$ cat src/cpu_pkg.sv
// Shared widths, instruction fields and encodings for the multicycle CPU core
package cpu_pkg;

   localparam int DATA_W = 16;
   localparam int REG_W = 3;
   localparam int ADDR_W_DEFAULT = 9;

   typedef logic [DATA_W-1:0] word_t;
   typedef logic [REG_W-1:0] reg_idx_t;

   // Instruction field positions
   localparam int OPC_MSB = 15;
   localparam int OPC_LSB = 13;
   localparam int OP_MSB = 12;
   localparam int OP_LSB = 11;
   localparam int RN_MSB = 10;
   localparam int RN_LSB = 8;
   localparam int RD_MSB = 7;
   localparam int RD_LSB = 5;
   localparam int RM_MSB = 2;
   localparam int RM_LSB = 0;
   localparam int IMM8_W = 8;
   localparam int IMM5_W = 5;

   // Branch condition codes carried in the Rn field
   localparam reg_idx_t COND_ALWAYS = 3'd0;
   localparam reg_idx_t COND_EQ = 3'd1;
   localparam reg_idx_t COND_NE = 3'd2;

   // Op field values for moves and link instructions
   localparam logic [1:0] MOVE_OP_REG = 2'd0;
   localparam logic [1:0] MOVE_OP_IMM = 2'd2;
   localparam logic [1:0] LINK_OP_REG = 2'd0;
   localparam logic [1:0] LINK_OP_REG_LINK = 2'd2;
   localparam logic [1:0] LINK_OP_REL = 2'd3;

   typedef enum logic [2:0] {
      OPC_BRANCH = 3'd1,
      OPC_LINK   = 3'd2,
      OPC_LOAD   = 3'd3,
      OPC_STORE  = 3'd4,
      OPC_ALU    = 3'd5,
      OPC_MOVE   = 3'd6,
      OPC_HALT   = 3'd7
   } opcode_t;

   typedef enum logic [1:0] {ALU_ADD, ALU_CMP, ALU_AND, ALU_NOT} alu_op_t;
   typedef enum logic [1:0] {MEM_WRITE = 2'd0, MEM_READ = 2'd1} mem_cmd_t;
   typedef enum logic [1:0] {WB_ALU, WB_PC, WB_IMM, WB_MEM} wb_sel_t;
   typedef enum logic [1:0] {PC_INC, PC_HOLD, PC_REL, PC_ABS} pc_src_t;

   typedef enum logic [4:0] {
      ST_RESET, ST_FETCH, ST_FETCH_LOAD, ST_UPDATE_PC, ST_DECODE,
      ST_ADD, ST_CMP, ST_AND, ST_NOT,
      ST_MOVE_REG, ST_MOVE_IMM,
      ST_ADDR_CALC, ST_LOAD_REG, ST_STORE,
      ST_PC_TO_LINK, ST_REG_TO_PC, ST_BRANCH, ST_HALT
   } cpu_state_t;

endpackage
$ cat src/cpu.sv
// CPU top level connecting decode, control, datapath and address generation
module cpu import cpu_pkg::*; #(
   parameter int ADDR_W = ADDR_W_DEFAULT
) (
   input  logic              clk,
   input  logic              reset,
   input  word_t             read_data,
   output mem_cmd_t          mem_cmd,
   output logic [ADDR_W-1:0] mem_addr,
   output word_t             write_data,
   output logic              halt
);

   opcode_t           opcode;
   logic [1:0]        op;
   alu_op_t           alu_op;
   reg_idx_t          rn;
   reg_idx_t          rd;
   reg_idx_t          rm;
   word_t             sximm5;
   word_t             sximm8;
   logic              take_branch;
   logic              load_ir;
   logic              load_pc;
   logic              reset_pc;
   pc_src_t           pc_src;
   logic              load_addr;
   logic              addr_sel;
   reg_idx_t          read_a;
   reg_idx_t          read_b;
   reg_idx_t          write_num;
   logic              reg_write;
   logic              load_status;
   logic              asel;
   logic              bsel;
   wb_sel_t           wb_sel;
   logic              zero;
   logic [ADDR_W-1:0] pc;

   instruction_decode decode_inst (
      .clk(clk), .load_ir(load_ir), .read_data(read_data), .zero(zero),
      .opcode(opcode), .op(op), .alu_op(alu_op), .rn(rn), .rd(rd), .rm(rm),
      .sximm5(sximm5), .sximm8(sximm8), .take_branch(take_branch)
   );

   control_fsm control_inst (
      .clk(clk), .reset(reset), .opcode(opcode), .op(op), .rn(rn), .rd(rd), .rm(rm),
      .take_branch(take_branch), .load_ir(load_ir), .load_pc(load_pc),
      .reset_pc(reset_pc), .pc_src(pc_src), .load_addr(load_addr), .addr_sel(addr_sel),
      .read_a(read_a), .read_b(read_b), .write_num(write_num), .reg_write(reg_write),
      .load_status(load_status), .asel(asel), .bsel(bsel), .wb_sel(wb_sel),
      .mem_cmd(mem_cmd), .halt(halt)
   );

   datapath #(.ADDR_W(ADDR_W)) datapath_inst (
      .clk(clk), .read_a(read_a), .read_b(read_b), .write_num(write_num),
      .reg_write(reg_write), .load_status(load_status), .asel(asel), .bsel(bsel),
      .wb_sel(wb_sel), .alu_op(alu_op), .sximm5(sximm5), .sximm8(sximm8), .pc(pc),
      .read_data(read_data), .result(write_data), .zero(zero)
   );

   address_unit #(.ADDR_W(ADDR_W)) address_inst (
      .clk(clk), .load_pc(load_pc), .reset_pc(reset_pc), .pc_src(pc_src),
      .sximm8(sximm8), .target(write_data), .load_addr(load_addr), .addr_sel(addr_sel),
      .pc(pc), .mem_addr(mem_addr)
   );

endmodule

$ cat src/address_unit.sv
// Program counter, data address register and memory address select
module address_unit import cpu_pkg::*; #(
   parameter int ADDR_W = ADDR_W_DEFAULT
) (
   input  logic              clk,
   input  logic              load_pc,
   input  logic              reset_pc,
   input  pc_src_t           pc_src,
   input  word_t             sximm8,
   input  word_t             target,
   input  logic              load_addr,
   input  logic              addr_sel,
   output logic [ADDR_W-1:0] pc,
   output logic [ADDR_W-1:0] mem_addr
);

   logic [ADDR_W-1:0] next_pc;
   logic [ADDR_W-1:0] data_addr;

   // Relative branches count from the already incremented pc
   always_comb begin
      case (pc_src)
         PC_INC:  next_pc = pc + 1'b1;
         PC_HOLD: next_pc = pc;
         PC_REL:  next_pc = pc + sximm8[ADDR_W-1:0];
         default: next_pc = target[ADDR_W-1:0];
      endcase
   end

   always_ff @(posedge clk) begin
      if (reset_pc) begin
         pc <= '0;
      end else if (load_pc) begin
         pc <= next_pc;
      end
      if (load_addr) begin
         data_addr <= target[ADDR_W-1:0];
      end
   end

   assign mem_addr = addr_sel ? pc : data_addr;

endmodule

$ cat src/datapath.sv
// Operand registers, ALU, zero flag, result register and register write-back
module datapath import cpu_pkg::*; #(
   parameter int ADDR_W = ADDR_W_DEFAULT
) (
   input  logic              clk,
   input  reg_idx_t          read_a,
   input  reg_idx_t          read_b,
   input  reg_idx_t          write_num,
   input  logic              reg_write,
   input  logic              load_status,
   input  logic              asel,
   input  logic              bsel,
   input  wb_sel_t           wb_sel,
   input  alu_op_t           alu_op,
   input  word_t             sximm5,
   input  word_t             sximm8,
   input  logic [ADDR_W-1:0] pc,
   input  word_t             read_data,
   output word_t             result,
   output logic              zero
);

   word_t data_a;
   word_t data_b;
   word_t a_reg;
   word_t b_reg;
   word_t ain;
   word_t bin;
   word_t alu_out;
   word_t wb_data;

   register_file #(.DATA_W_P(DATA_W)) regs_inst (
      .clk(clk), .write(reg_write), .write_num(write_num), .write_data(wb_data),
      .read_a(read_a), .read_b(read_b), .data_a(data_a), .data_b(data_b)
   );

   always_ff @(posedge clk) begin
      a_reg <= data_a;
      b_reg <= data_b;
      result <= alu_out;
      if (load_status) begin
         zero <= (result == '0);
      end
   end

   // asel forces a zero A input for moves and register pass-through
   assign ain = asel ? '0 : a_reg;
   assign bin = bsel ? sximm5 : b_reg;

   always_comb begin
      case (alu_op)
         ALU_ADD: alu_out = ain + bin;
         ALU_CMP: alu_out = ain - bin;
         ALU_AND: alu_out = ain & bin;
         default: alu_out = ~bin;
      endcase
   end

   always_comb begin
      case (wb_sel)
         WB_ALU:  wb_data = result;
         WB_PC:   wb_data = word_t'(pc);
         WB_IMM:  wb_data = sximm8;
         default: wb_data = read_data;
      endcase
   end

   a_write_num_known: assert property (@(posedge clk) reg_write |-> !$isunknown(write_num));

endmodule

$ cat src/control_fsm.sv
// Multicycle controller sequencing fetch, decode and execute for the CPU
module control_fsm import cpu_pkg::*; (
   input  logic       clk,
   input  logic       reset,
   input  opcode_t    opcode,
   input  logic [1:0] op,
   input  reg_idx_t   rn,
   input  reg_idx_t   rd,
   input  reg_idx_t   rm,
   input  logic       take_branch,
   output logic       load_ir,
   output logic       load_pc,
   output logic       reset_pc,
   output pc_src_t    pc_src,
   output logic       load_addr,
   output logic       addr_sel,
   output reg_idx_t   read_a,
   output reg_idx_t   read_b,
   output reg_idx_t   write_num,
   output logic       reg_write,
   output logic       load_status,
   output logic       asel,
   output logic       bsel,
   output wb_sel_t    wb_sel,
   output mem_cmd_t   mem_cmd,
   output logic       halt
);

   cpu_state_t state;
   cpu_state_t next_state;

   always_ff @(posedge clk) begin
      if (reset) begin
         state <= ST_RESET;
      end else begin
         state <= next_state;
      end
   end

   always_comb begin
      next_state = ST_FETCH;
      case (state)
         ST_FETCH, ST_FETCH_LOAD: next_state = ST_UPDATE_PC;
         ST_UPDATE_PC:            next_state = ST_DECODE;
         ST_DECODE: begin
            case (opcode)
               OPC_ALU: begin
                  case (alu_op_t'(op))
                     ALU_ADD: next_state = ST_ADD;
                     ALU_CMP: next_state = ST_CMP;
                     ALU_AND: next_state = ST_AND;
                     default: next_state = ST_NOT;
                  endcase
               end
               OPC_MOVE: begin
                  if (op == MOVE_OP_REG) begin
                     next_state = ST_MOVE_REG;
                  end else if (op == MOVE_OP_IMM) begin
                     next_state = ST_MOVE_IMM;
                  end
               end
               OPC_LOAD, OPC_STORE: next_state = ST_ADDR_CALC;
               OPC_BRANCH:          next_state = ST_BRANCH;
               OPC_LINK: begin
                  if (op == LINK_OP_REG) begin
                     next_state = ST_REG_TO_PC;
                  end else if (op == LINK_OP_REG_LINK || op == LINK_OP_REL) begin
                     next_state = ST_PC_TO_LINK;
                  end
               end
               OPC_HALT: next_state = ST_HALT;
               default:  next_state = ST_FETCH;
            endcase
         end
         ST_ADDR_CALC:  next_state = (opcode == OPC_LOAD) ? ST_LOAD_REG : ST_STORE;
         ST_LOAD_REG:   next_state = ST_FETCH_LOAD;
         ST_PC_TO_LINK: next_state = (op == LINK_OP_REL) ? ST_BRANCH : ST_REG_TO_PC;
         ST_HALT:       next_state = ST_HALT;
         default:       next_state = ST_FETCH;
      endcase
   end

   // Stores and links carry their data or target in Rd
   assign read_a = rn;
   assign read_b = (opcode == OPC_STORE || opcode == OPC_LINK) ? rd : rm;
   assign halt = (state == ST_HALT);

   always_comb begin
      load_ir = 1'b0;
      load_pc = 1'b0;
      reset_pc = 1'b0;
      pc_src = PC_INC;
      load_addr = 1'b0;
      addr_sel = 1'b1;
      write_num = rd;
      reg_write = 1'b0;
      load_status = 1'b0;
      asel = 1'b1;
      bsel = 1'b0;
      wb_sel = WB_ALU;
      mem_cmd = MEM_READ;
      case (state)
         ST_RESET: begin
            reset_pc = 1'b1;
            load_pc = 1'b1;
         end
         ST_FETCH: load_ir = 1'b1;
         ST_FETCH_LOAD: begin
            reg_write = 1'b1;
            wb_sel = WB_MEM;
         end
         ST_UPDATE_PC: begin
            load_ir = 1'b1;
            load_pc = 1'b1;
         end
         // The ALU pass during decode prepares the result used by execute
         ST_DECODE: begin
            if (opcode == OPC_ALU) begin
               asel = 1'b0;
            end else if (opcode == OPC_LOAD || opcode == OPC_STORE) begin
               asel = 1'b0;
               bsel = 1'b1;
            end
         end
         ST_ADD, ST_AND, ST_NOT, ST_MOVE_REG: reg_write = 1'b1;
         ST_CMP: load_status = 1'b1;
         ST_MOVE_IMM: begin
            reg_write = 1'b1;
            write_num = rn;
            wb_sel = WB_IMM;
         end
         ST_ADDR_CALC: load_addr = 1'b1;
         ST_LOAD_REG: addr_sel = 1'b0;
         ST_STORE: begin
            addr_sel = 1'b0;
            mem_cmd = MEM_WRITE;
         end
         ST_PC_TO_LINK: begin
            reg_write = 1'b1;
            write_num = rn;
            wb_sel = WB_PC;
         end
         ST_REG_TO_PC: begin
            load_pc = 1'b1;
            pc_src = take_branch ? PC_ABS : PC_HOLD;
         end
         ST_BRANCH: begin
            load_pc = 1'b1;
            pc_src = take_branch ? PC_REL : PC_HOLD;
         end
         default: begin
         end
      endcase
   end

   a_state_known: assert property (@(posedge clk) disable iff (reset) !$isunknown(state));

   // A write comes only from a store instruction still held in the IR
   a_write_in_store: assert property (@(posedge clk) disable iff (reset)
      (mem_cmd == MEM_WRITE) |-> (state == ST_STORE && opcode == OPC_STORE));

   a_write_or_status: assert property (@(posedge clk) disable iff (reset)
      !(reg_write && load_status));

endmodule

$ cat src/instruction_decode.sv
// Instruction register with field extraction, immediates and branch condition
module instruction_decode import cpu_pkg::*; (
   input  logic       clk,
   input  logic       load_ir,
   input  word_t      read_data,
   input  logic       zero,
   output opcode_t    opcode,
   output logic [1:0] op,
   output alu_op_t    alu_op,
   output reg_idx_t   rn,
   output reg_idx_t   rd,
   output reg_idx_t   rm,
   output word_t      sximm5,
   output word_t      sximm8,
   output logic       take_branch
);

   word_t ir;
   word_t instr;
   logic  cond_met;

   always_ff @(posedge clk) begin
      if (load_ir) begin
         ir <= read_data;
      end
   end

   // Fields follow the incoming word while the IR loads so operands can be read early
   assign instr = load_ir ? read_data : ir;

   assign opcode = opcode_t'(instr[OPC_MSB:OPC_LSB]);
   assign op = instr[OP_MSB:OP_LSB];
   assign rn = instr[RN_MSB:RN_LSB];
   assign rd = instr[RD_MSB:RD_LSB];
   assign rm = instr[RM_MSB:RM_LSB];
   assign sximm5 = {{(DATA_W-IMM5_W){instr[IMM5_W-1]}}, instr[IMM5_W-1:0]};
   assign sximm8 = {{(DATA_W-IMM8_W){instr[IMM8_W-1]}}, instr[IMM8_W-1:0]};

   // Only ALU instructions use the op field as an ALU function
   assign alu_op = (opcode == OPC_ALU) ? alu_op_t'(op) : ALU_ADD;

   always_comb begin
      case (rn)
         COND_ALWAYS: cond_met = 1'b1;
         COND_EQ:     cond_met = zero;
         COND_NE:     cond_met = !zero;
         default:     cond_met = 1'b0;
      endcase
   end

   assign take_branch = (opcode == OPC_LINK) || cond_met;

endmodule

$ cat src/register_file.sv
// Eight-entry register file with one write port and two combinational read ports
module register_file import cpu_pkg::*; #(
   parameter int DATA_W_P = DATA_W
) (
   input  logic                clk,
   input  logic                write,
   input  reg_idx_t            write_num,
   input  logic [DATA_W_P-1:0] write_data,
   input  reg_idx_t            read_a,
   input  reg_idx_t            read_b,
   output logic [DATA_W_P-1:0] data_a,
   output logic [DATA_W_P-1:0] data_b
);

   logic [DATA_W_P-1:0] regs [2**REG_W];

   always_ff @(posedge clk) begin
      if (write) begin
         regs[write_num] <= write_data;
      end
   end

   assign data_a = regs[read_a];
   assign data_b = regs[read_b];

endmodule

$ cat config.mk
export PLATFORM = sky130hd
export DESIGN_NAME = cpu
export DESIGN_NICKNAME = d
export VERILOG_FILES = /design/src/cpu_pkg.sv /design/src/cpu.sv /design/src/address_unit.sv /design/src/datapath.sv /design/src/control_fsm.sv /design/src/instruction_decode.sv /design/src/register_file.sv
export SDC_FILE = /design/constraint.sdc
export NUM_CORES = 1
export LEC_CHECK = 0
export ABC_CLOCK_PERIOD_IN_PS = 5810
export BUFFER_PORTS_ARGS = -buffer_cell sky130_fd_sc_hd__buf_2
export CORE_MARGIN = 1.5
export CORE_UTILIZATION = 27
export CTS_BUF_LIST = sky130_fd_sc_hd__clkbuf_4
export DETAILED_ROUTE_END_ITERATION = 7
export HOLD_SLACK_MARGIN = 0.03
export SYNTH_ARGS = -nofsm -noshare
export SYNTH_HDL_FRONTEND = slang
export SYNTH_SLANG_ARGS = --single-unit
$ cat constraint.sdc
create_clock -name clk -period 5.81 [get_ports clk]
set_input_delay 0.2905 -clock clk [delete_from_list [all_inputs] [get_ports clk]]
set_output_delay 0.2905 -clock clk [all_outputs]
set_load 0.1 [all_outputs]
==> impl_metrics.json, run 1 <==
{
  "combPwrFrac": 0.353,
  "grt_pass1_wl_um": 52800,
  "port_buffers": 44,
  "die_y_um": 213,
  "largest-register": "datapath_inst.regs_inst.regs",
  "yosysWarnings": 0,
  "cts_max_level": 2,
  "final_util": 0.314,
  "synth_cell_type_count": 79,
  "rsz0062_at_grt": "false",
  "ios": 46,
  "detail-route-antenna-nets": 0,
  "p_sw_frac": 0.407,
  "min_period_ns": 5.17,
  "power_mw": 5.33,
  "cp_data_required_time_ns": 6.35,
  "synth_top_area_cell": "edfxtp_1",
  "ys_seq_area_frac": 0.479,
  "initial_core_util": 0.275,
  "power_frac_clock": 0.243,
  "largest_reg_flops": 128,
  "setup_tns_ns": 0,
  "crit_arrival_ns": 5.71,
  "power.net_switching_mw": 2.17,
  "post-route-period-util": 0.889,
  "dp_hpwl_um": 23100,
  "first_iter_violations": 840,
  "yosysTopAreaCellShare": 0.348,
  "holdWs_ns": 0.0828,
  "root_buffer": "clkbuf_4",
  "core_mm2": 0.0433,
  "grt_max_degree": 66,
  "timing.final.ws_setup_ns": 0.644,
  "hp-class": "in -> reg",
  "clockBufferDepth": 3,
  "drive_above_1_share": 0.205,
  "drt_first_pass_iters": 6,
  "hold_start": "read_data[0]",
  "endpoint_kind": "register",
  "placed_cell_area_mm2": 0.0128,
  "syn_inst": 1181,
  "maxCapViolations": 0,
  "final_hold_viol_count": 0,
  "max_freq_mhz": 194,
  "syn_to_final_growth_pct": 14.3,
  "place_ws_ns": 0.721,
  "worstSetupPathType": "reg -> reg",
  "grt_pass1_vias": 9326,
  "outcome": "finished, final reports clean",
  "rows": 76,
  "fin_cells": 1883,
  "worstHoldPathCells": 4,
  "avgSynthCellArea_um2": 10.1,
  "setup_violations": 0,
  "synth_area_leaders": "edfxtp_1 (35%), dfxtp_1 (13%), nand2_1 (6.6%)",
  "cts_tree": "built",
  "crit-reg2reg-capture": "datapath_inst.result[15]",
  "grt.total_usage": 0.152,
  "p_leak_nw": 5.07,
  "antenna_found_initial": 1,
  "internal_power_mw": 3.16,
  "r2r_slack_ns": 0.64,
  "ir_drop_v": 0.000213,
  "die_width_um": 213,
  "routedWlPerCell_um": 18.2,
  "seqPwrFrac": 0.404,
  "vias_per_cell": 5.02,
  "clk_pin_slew_ns": 0.07,
  "drc": 0,
  "ys_dominant_reg_cell": "edfxtp_1",
  "slew_violations": 0,
  "powerDensity_mw_per_mm2": 392,
  "critPathMaxFanout": 17,
  "finalWirelength_um": 34200,
  "synth_area_mm2": 0.0119,
  "synthArstFlopShare": 0,
  "synth_edf_count": 138,
  "tightestPinTransition_ns": 1.25,
  "numCtsBuffers": 54,
  "clock_sinks": 216,
  "fillerInstances": 4467,
  "gp_congestion": 0.888,
  "num-nets-final": 1302,
  "dr_total_vias": 9447,
  "whs_endpoint": "decode_inst.ir[0]",
  "relSlewSlack": 0.158,
  "cts_resized": 0,
  "r2r_cells": 17,
  "worstReg2RegStart": "control_inst.state[0]",
  "synth_seq_cells": 216,
  "finalInstanceArea_mm2": 0.0136,
  "syn-num-nets": 1230,
  "worstSetupStartpointType": "register",
  "grt_overflow": 0,
  "fin_worst_skew_ns": 0.0414,
  "clk_latency_ns": 0.70,
  "placed_cells": 1772,
  "dieArea_mm2": 0.0454
}
==> cells in the mapped netlist, types with 3 or more instances <==
master / n
edfxtp_1: 138
o21ai_1: 6
mux2i_1: 16
a221oi_1: 3
nand4_1: 6
buf_1: 6
a211oi_1: 10
dfxtp_1: 78
o21bai_1: 5
inv_2: 3
nor2_1: 76
nand2b_1: 9
o21a_1: 10
o22ai_1: 17
a21o_1: 4
mux2_2: 33
buf_2: 16
o211ai_1: 7
buf_6: 9
nor2b_1: 7
mux4_2: 32
nand3b_1: 8
or3_1: 3
xor2_1: 11
ha_1: 29
o21ai_0: 52
nor3_1: 22
and3_1: 8
nor4_1: 11
inv_1: 28
nor3b_1: 3
o31ai_1: 6
nand2_1: 210
clkbuf_1: 39
and2_1: 14
or4_1: 7
xnor2_1: 21
nand3_1: 95
a21oi_1: 64
a21oi_2: 4
a31oi_1: 11
==> placed cells by master, fill, tap and decap left out, drive strengths merged, types with 3 or more instances in the layout <==
cell type and count:
inv 32, o21bai 5, buf 78, or4 7
mux2i 17, o21a 10, clkinv 19, edfxtp 138
a211oi 12, and2 14, mux4 33, ha 29
nor4 11, o31ai 6, o32ai 3, nor2 77
nor3b 3, nand4 6, nand2 211, a21o 4
nand3 97, a31oi 11, a21oi 69, mux2 35
xor2 11, clkbuf 78, dlygate4sd3 10, and3 8
nand2b 9, o22ai 17, nor3 23, nor2b 7
o211ai 7, a221oi 3, dfxtp 78, nand3b 8
o21ai 60, xnor2 21, or3 4
==> kinds of logic after synthesis <==
group	Yosys count	share of synthesized area
adders and majority gates	31	0.0338
DFF	216	0.479
muxes	85	0.112
other	1	0.000315
AOI/OAI and AO/OA	220	0.118
buffers and inverters	104	0.0406
and+or+nand+nor	492	0.192
xor gates and xnor gates	32	0.0235
==> layout make-up <==
class,instances,area [um2],share of cell area
inverters,32,120,0.00883
clock buffers,78,586,0.0431
repair buffers,88,576,0.0423
diodes,2,5.00,0.000368
multi-input cells,861,5750,0.423
flip-flops and latches,216,5710,0.419
well taps,585,732,0.0538
clock inverters,21,124,0.00911
==> routing by layer <==
metal  part of all wire  global-route usage  wire length, um  vias up
li1                   -                   -                -     4482
met1               0.43               0.195            14600     4575
met2               0.48               0.249            16300      322
met3              0.062              0.0275             2130       68
met4              0.033              0.0677             1120        0
met5                  0                   0                0        -
==> worst max-delay path, cell delays in order, from the launching register on <==
cell	delay [ns]
dfxtp_1	0.63
nor4b_4	0.62
nand3_2	0.19
nand3_1	0.48
nor2_1	0.09
a21oi_1	0.30
ha_1	0.24
o21a_1	0.23
nor2_1	0.08
xnor2_1	0.16
ha_1	0.24
or4_1	0.52
o21ai_1	0.32
o211ai_1	0.19
and3_1	0.19
a2111oi_2	0.32
xnor2_1	0.16
o21ai_1	0.07
==> power by group through the flow <==
| stage | Sequential, mW | Clock [mW] | Combinational [mW] |
|---|---|---|---|
| after floorplan | 2.44 | 0 | 1.07 |
| after global placement | 2.18 | 0 | 1.84 |
| after detailed placement | 2.18 | 0 | 1.86 |
| after CTS | 2.15 | 1.34 | 1.87 |
| after global routing | 2.17 | 1.41 | 2.02 |
| final | 2.15 | 1.30 | 1.88 |
==> what timing repair did <==
action	CTS	global route
endpoints found under the hold margin	14	0
buffers inserted	0	0
endpoints found under the setup margin	0	0
hold buffers	10	0
==> how the worst max path moves through the flow <==
stage / start / end / slack, ns / cells after the start
after floorplan: control_inst.state[3] / datapath_inst.result[15] / 1.48 / 19
after global placement: control_inst.state[0] / datapath_inst.result[15] / 0.84 / 17
after detailed placement: control_inst.state[0] / datapath_inst.result[15] / 0.72 / 17
after CTS: control_inst.state[0] / datapath_inst.result[15] / 0.71 / 17
after global routing: control_inst.state[2] / datapath_inst.result[15] / 0.22 / 17
final: control_inst.state[0] / datapath_inst.result[15] / 0.64 / 17
No activity file was read; power rests on OpenSTA's default activity.
==> inputs of run 2 (changes only) <==
--- a/config.mk
+++ b/config.mk
@@ -14,4 +14,5 @@
 export HOLD_SLACK_MARGIN = 0.03
 export SYNTH_ARGS = -nofsm -noshare
 export SYNTH_HDL_FRONTEND = slang
+export SYNTH_HIERARCHICAL = 1
 export SYNTH_SLANG_ARGS = --single-unit
==> run 2 against run 1 <==
Clock power about the same; flip-flop and latch count stayed put; die area increased by 4.1%; largest cell class unchanged; worst setup slack worse by 0.19 ns; critical path depth rose by 3; sequential power grew 4%; first-iteration DRC count shrank 49%; wire length shrank 12%; cell count is 12% lower; synthesized area increased by 4.2%.
==> impl_metrics.json, run 2 <==
{
  "synth_area_mm2": 0.0124,
  "powerDensity_mw_per_mm2": 450,
  "cp_data_required_time_ns": 6.36,
  "outcome": "finished, final reports clean",
  "clockBufferDepth": 3,
  "synth_common_cells": "edfxtp_1 (138), dfxtp_1 (78), mux2_2 (68)",
  "ys_dominant_reg_cell": "edfxtp_1",
  "ios": 46,
  "final_util": 0.305,
  "setup_violations": 0,
  "clk_pin_slew_ns": 0.07,
  "max_freq_mhz": 187,
  "power_frac_clock": 0.214,
  "num-nets-final": 1055,
  "cts_max_level": 2,
  "detail-route-antenna-nets": 0,
  "seqPwrFrac": 0.360,
  "power.net_switching_mw": 2.53,
  "routedWlPerCell_um": 18.2,
  "rows": 78,
  "synth_top_area_cell": "edfxtp_1",
  "final_hold_viol_count": 0,
  "synth_seq_cells": 216,
  "dr_total_vias": 7969,
  "largest_reg_flops": 128,
  "largest-register": "datapath_inst/regs_inst/regs",
  "synthArstFlopShare": 0,
  "numCtsBuffers": 57,
  "synth_area_leaders": "edfxtp_1 (33%), dfxtp_1 (13%), mux4_1 (12%)",
  "endpoint_kind": "register",
  "gp_congestion": 0.829,
  "root_buffer": "clkbuf_4",
  "tightestPinTransition_ns": 1.19,
  "crit-reg2reg-capture": "datapath_inst/result[15]",
  "post-route-period-util": 0.921,
  "r2r_slack_ns": 0.46,
  "timing.final.ws_setup_ns": 0.459,
  "whs_endpoint": "decode_inst/ir[15]",
  "r2r_cells": 20,
  "cts_resized": 0,
  "synth_edf_count": 138,
  "critPathMaxFanout": 13,
  "clk_latency_ns": 0.71,
  "drive_above_1_share": 0.265,
  "synth_top_family_by_area": "multiplexers",
  "syn_to_final_growth_pct": 11.6,
  "synth_compound_area_frac": 0.0901,
  "syn-num-nets": 1005,
  "fillerInstances": 4555,
  "dieArea_mm2": 0.0472,
  "yosysMostFrequentCell": "edfxtp_1",
  "die_y_um": 217,
  "synth-simple-area-share": 0.106,
  "internal_power_mw": 3.69,
  "initial_core_util": 0.273,
  "grt_pass1_vias": 7874,
  "combPwrFrac": 0.425,
  "worstSetupStartpointType": "register",
  "port_buffers": 44,
  "synthMuxAreaShare": 0.234,
  "yosysTopAreaCellShare": 0.334,
  "min_period_ns": 5.35,
  "place_ws_ns": 0.484,
  "first_iter_violations": 431,
  "ys_seq_area_frac": 0.460,
  "relSlewSlack": 0.204,
  "vias_per_cell": 4.83,
  "worstReg2RegStart": "control_inst/state[2]",
  "crit_arrival_ns": 5.90,
  "finalWirelength_um": 30000,
  "grt_max_degree": 38,
  "ir_drop_v": 0.000495,
  "drt_first_pass_iters": 5,
  "antenna_found_initial": 1,
  "holdWs_ns": 0.119,
  "synthXorXnorAreaFrac": 0.0198,
  "slew_violations": 0,
  "setup_tns_ns": 0,
  "grt_overflow": 0,
  "core_mm2": 0.0454,
  "rsz0062_at_grt": "false",
  "dp_hpwl_um": 20800,
  "cts_tree": "built",
  "grt_pass1_wl_um": 46000,
  "synthAdderAreaFrac": 0.0355,
  "avgSynthCellArea_um2": 13.0,
  "grt.total_usage": 0.127,
  "p_sw_frac": 0.407,
  "clock_sinks": 216,
  "drc": 0,
  "final_cell_mix": "edfxtp_1 (138), clkbuf_4 (80), dfxtp_1 (78)",
  "syn_inst": 953,
  "fin_worst_skew_ns": 0.0589,
  "synth_cell_type_count": 81,
  "mostFrequentLayoutCell": "edfxtp_1",
  "hold_start": "read_data[15]",
  "hp-class": "in -> reg",
  "yosysWarnings": 6,
  "maxCapViolations": 0,
  "worstSetupPathType": "reg -> reg",
  "worstHoldPathCells": 2,
  "die_width_um": 217,
  "p_leak_nw": 4.96
}
## run 2: cell types whose count changed after synthesis, moves of 15 or more
cell      previous run  this run
a21oi_1             64        36
buf_4                1        35
clkbuf_1            39        14
mux2_2              33        68
mux4_1               1        56
mux4_2              32        17
nand2_1            210        41
nand2b_1             9        29
nand3_1             95         5
nor2_1              76        54
nor2b_1              7        26
o21ai_0             52        34
## run 2: kinds of logic (layout without fill, tap and decap cells)
logic type | count (synthesis) | in the layout
AND/OR/NAND/NOR | 237 | 237
flip-flops | 216 | 216
multiplexers | 168 | 168
AO/OA/AOI/OAI | 161 | 161
buffers and inverters | 108 | 204
adder cells (fa/ha/maj) | 34 | 34
XOR/XNOR | 28 | 28
other | 1 | 2
## run 2: stage by stage
stage / cells / instance area (um2) / power, mW
after floorplan: 953 / 12400 / 4.37
after global placement: 1534 / 13000 / 4.87
after detailed placement: 1534 / 13000 / 4.90
after CTS: 1649 / 13800 / 6.28
after global routing: 1650 / 13800 / 6.57
final: 1650 / 13800 / 6.22
## run 2: critical path: stages, from the launching register on
cell	delay, ns
dfxtp_1	0.31
or2_2	0.31
nor3b_2	0.49
mux2i_1	0.22
inv_1	0.31
and3b_1	0.26
a21oi_1	0.08
nor2b_4	0.27
mux2_2	0.41
inv_1	0.07
ha_1	0.18
o211ai_1	0.18
o31ai_2	0.35
xnor2_1	0.12
ha_1	0.34
and2_1	0.20
a221o_1	0.33
a211oi_2	0.33
o31ai_4	0.13
a22oi_1	0.22
o211ai_1	0.11
## run 2: worst max-delay path by stage
stage,from,endpoint,slack [ns],cells past startpoint
final,control_inst/state[2],datapath_inst/result[15],0.46,20
after global routing,control_inst/state[2],datapath_inst/result[15],0.17,20
after CTS,control_inst/state[2],datapath_inst/result[15],0.48,19
after detailed placement,control_inst/state[2],datapath_inst/result[15],0.48,19
after global placement,control_inst/state[2],datapath_inst/result[15],0.61,19
after floorplan,control_inst/state[2],datapath_inst/result[15],0.09,26
## run 2: what timing repair did
item                      CTS  global route
buffers inserted            0             0
hold buffers               10             0
hold endpoints to repair   14             0
## run 2: final cells by class
cell class              count  area (um2)  area share
clock buffers              80         601      0.0434
repair buffers             79         508      0.0367
flip-flops and latches    216        5710       0.412
well taps                 600         751      0.0542
clock inverters            25         143      0.0103
multi-input cells         629        6060       0.438
inverters                  20        75.1     0.00542
diodes                      1        2.50    0.000181
## run 2: power groups by stage
stage	sequential, mW	combinational, mW	clock, mW
global placement	2.27	2.61	0
finish	2.24	2.65	1.33
floorplan	2.59	1.78	0
CTS	2.24	2.65	1.38
detailed placement	2.27	2.63	0
global route	2.26	2.84	1.46
## run 2: routing by layer
metal / wire length, um / global-route usage / vias up / part of all wire
met5: 0 / 0 / - / 0
met4: 477 / 0.0377 / 0 / 0.016
met3: 1710 / 0.0253 / 32 / 0.057
met2: 14100 / 0.207 / 223 / 0.47
met1: 13700 / 0.169 / 3888 / 0.46
li1: - / - / 3826 / -
==> inputs of run 3 (changes only) <==
--- a/config.mk
+++ b/config.mk
@@ -12,6 +12,7 @@
 export CTS_BUF_LIST = sky130_fd_sc_hd__clkbuf_4
 export DETAILED_ROUTE_END_ITERATION = 7
 export HOLD_SLACK_MARGIN = 0.03
+export PLACE_DENSITY = 0.44
 export SYNTH_ARGS = -nofsm -noshare
 export SYNTH_HDL_FRONTEND = slang
 export SYNTH_HIERARCHICAL = 1
==> run 3 against run 2 <==
Critical path type unchanged; critical path depth stayed put; sequential power about the same; global-route usage up 1.5 points; via count is 0.59% lower; non-clock buffer count is 2 higher; clock power grew 7%.
==> impl_metrics.json, run 3 (synthesized netlist as in run 2, its figures left out) <==
{
  "outcome": "finished, final reports clean",
  "rows": 78,
  "detail-route-antenna-nets": 0,
  "cp_common_cell": "o211ai_1",
  "first_iter_violations": 482,
  "grt.total_usage": 0.142,
  "port_buffers": 44,
  "rsz0062_at_grt": "false",
  "min_period_ns": 5.19,
  "dieArea_mm2": 0.0472,
  "setup_violations": 0,
  "critPathMaxFanout": 33,
  "clk_latency_ns": 0.75,
  "final_util": 0.306,
  "post-route-period-util": 0.893,
  "p_leak_nw": 4.98,
  "cts_tree": "built",
  "path_buf_inv": 2,
  "root_buffer": "clkbuf_4",
  "cp_cell_sequence": "or2_2, nor3b_2, mux2i_1, inv_1, nor2_1, a21oi_1, nor2b_4, buf_4, nand2b_1, nor3_1, o211ai_1, o31ai_2, xnor2_1, ha_1, and2_1, a221o_1, a211oi_2, o31ai_4, a22oi_1, o211ai_1",
  "power_mw": 6.37,
  "grt_overflow": 0,
  "dp_hpwl_um": 22700,
  "worstSetupPathType": "reg -> reg",
  "worstSetupStartpointType": "register",
  "cts_max_level": 2,
  "grt_pass1_vias": 8017,
  "tightestPinTransition_ns": 1.14,
  "clock_sinks": 216,
  "final_hold_viol_count": 0,
  "drc": 0,
  "critPathTopFamily": "compound AO/OA/AOI/OAI gates",
  "ir_drop_v": 0.000419,
  "ctsHoldBuffers": 11,
  "cp_data_required_time_ns": 6.44,
  "initial_core_util": 0.273,
  "gp_congestion": 0.775,
  "largest_reg_flops": 128,
  "syn_to_final_growth_pct": 12.1,
  "fin_worst_skew_ns": 0.0603,
  "slew_violations": 0,
  "largest-register": "datapath_inst/regs_inst/regs",
  "drive_above_1_share": 0.270,
  "holdWs_ns": 0.130,
  "crit_slowest_cell": "buf_4",
  "routedWlPerCell_um": 20.1,
  "grt_max_degree": 38,
  "clockBufferDepth": 3,
  "finalWirelength_um": 33300,
  "powerDensity_mw_per_mm2": 458,
  "ios": 46,
  "dr_total_vias": 7922,
  "slowest_delay_ns": 0.42,
  "mostFrequentLayoutCell": "edfxtp_1",
  "cts_setup_buffers": 0,
  "grt_pass1_wl_um": 50100,
  "final_cell_mix": "edfxtp_1 (138), clkbuf_4 (80), dfxtp_1 (78)",
  "relSlewSlack": 0.239,
  "endpoint_kind": "register",
  "crit_arrival_ns": 5.82,
  "max_freq_mhz": 193,
  "setup_tns_ns": 0,
  "die_y_um": 217,
  "drt_first_pass_iters": 7,
  "clk_pin_slew_ns": 0.08,
  "core_mm2": 0.0454,
  "maxCapViolations": 0,
  "vias_per_cell": 4.78,
  "die_width_um": 217,
  "fillerInstances": 4598,
  "antenna_found_initial": 1,
  "num-nets-final": 1058,
  "hp-class": "in -> reg",
  "numCtsBuffers": 58,
  "cts_resized": 0
}
run 3: final timing paths:
kind	startpoint	endpoint	slack, ns	cells past startpoint
max	control_inst/state[2]	datapath_inst/result[15]	0.62	20
min	read_data[15]	decode_inst/ir[15]	0.13	2
max reg2reg	control_inst/state[2]	datapath_inst/result[15]	0.62	20
min reg2reg	decode_inst/ir[6]	decode_inst/ir[6]	0.54	1
run 3: power breakdown:
part	internal, mW	switching (mW)	leakage (nW)	total [mW]
combinational	0.973	1.71	2.63	2.69
clock	0.735	0.681	0.456	1.42
sequential	2.03	0.244	1.90	2.27
total	3.73	2.64	4.98	6.37
run 3: layer usage:
| layer | routed length [um] | up-vias | GRT usage |
|---|---|---|---|
| li1 | - | 3821 | - |
| met3 | 1240 | 64 | 0.0252 |
| met2 | 15600 | 154 | 0.234 |
| met1 | 15700 | 3883 | 0.187 |
| met5 | 0 | - | 0 |
| met4 | 847 | 0 | 0.0486 |
run 3: metrics by stage:
step	cell area, um2	worst slack (ns)	instances
final	13900	0.619	1656
after global routing	13900	0.112	1656
after CTS	13900	0.582	1655
after detailed placement	13000	0.536	1535
after global placement	13000	0.622	1535
after floorplan	12400	0.0893	953
run 3: layout make-up:
type / instances / area [um2] / share of cell area
Antenna cell: 1 / 2.50 / 0.000180
Clock buffer: 80 / 601 / 0.0432
Clock inverter: 29 / 178 / 0.0128
Inverter: 20 / 75.1 / 0.00540
Multi-Input combinational cell: 629 / 6070 / 0.436
Sequential cell: 216 / 5710 / 0.410
Tap cell: 600 / 751 / 0.0540
Timing Repair Buffer: 81 / 526 / 0.0378
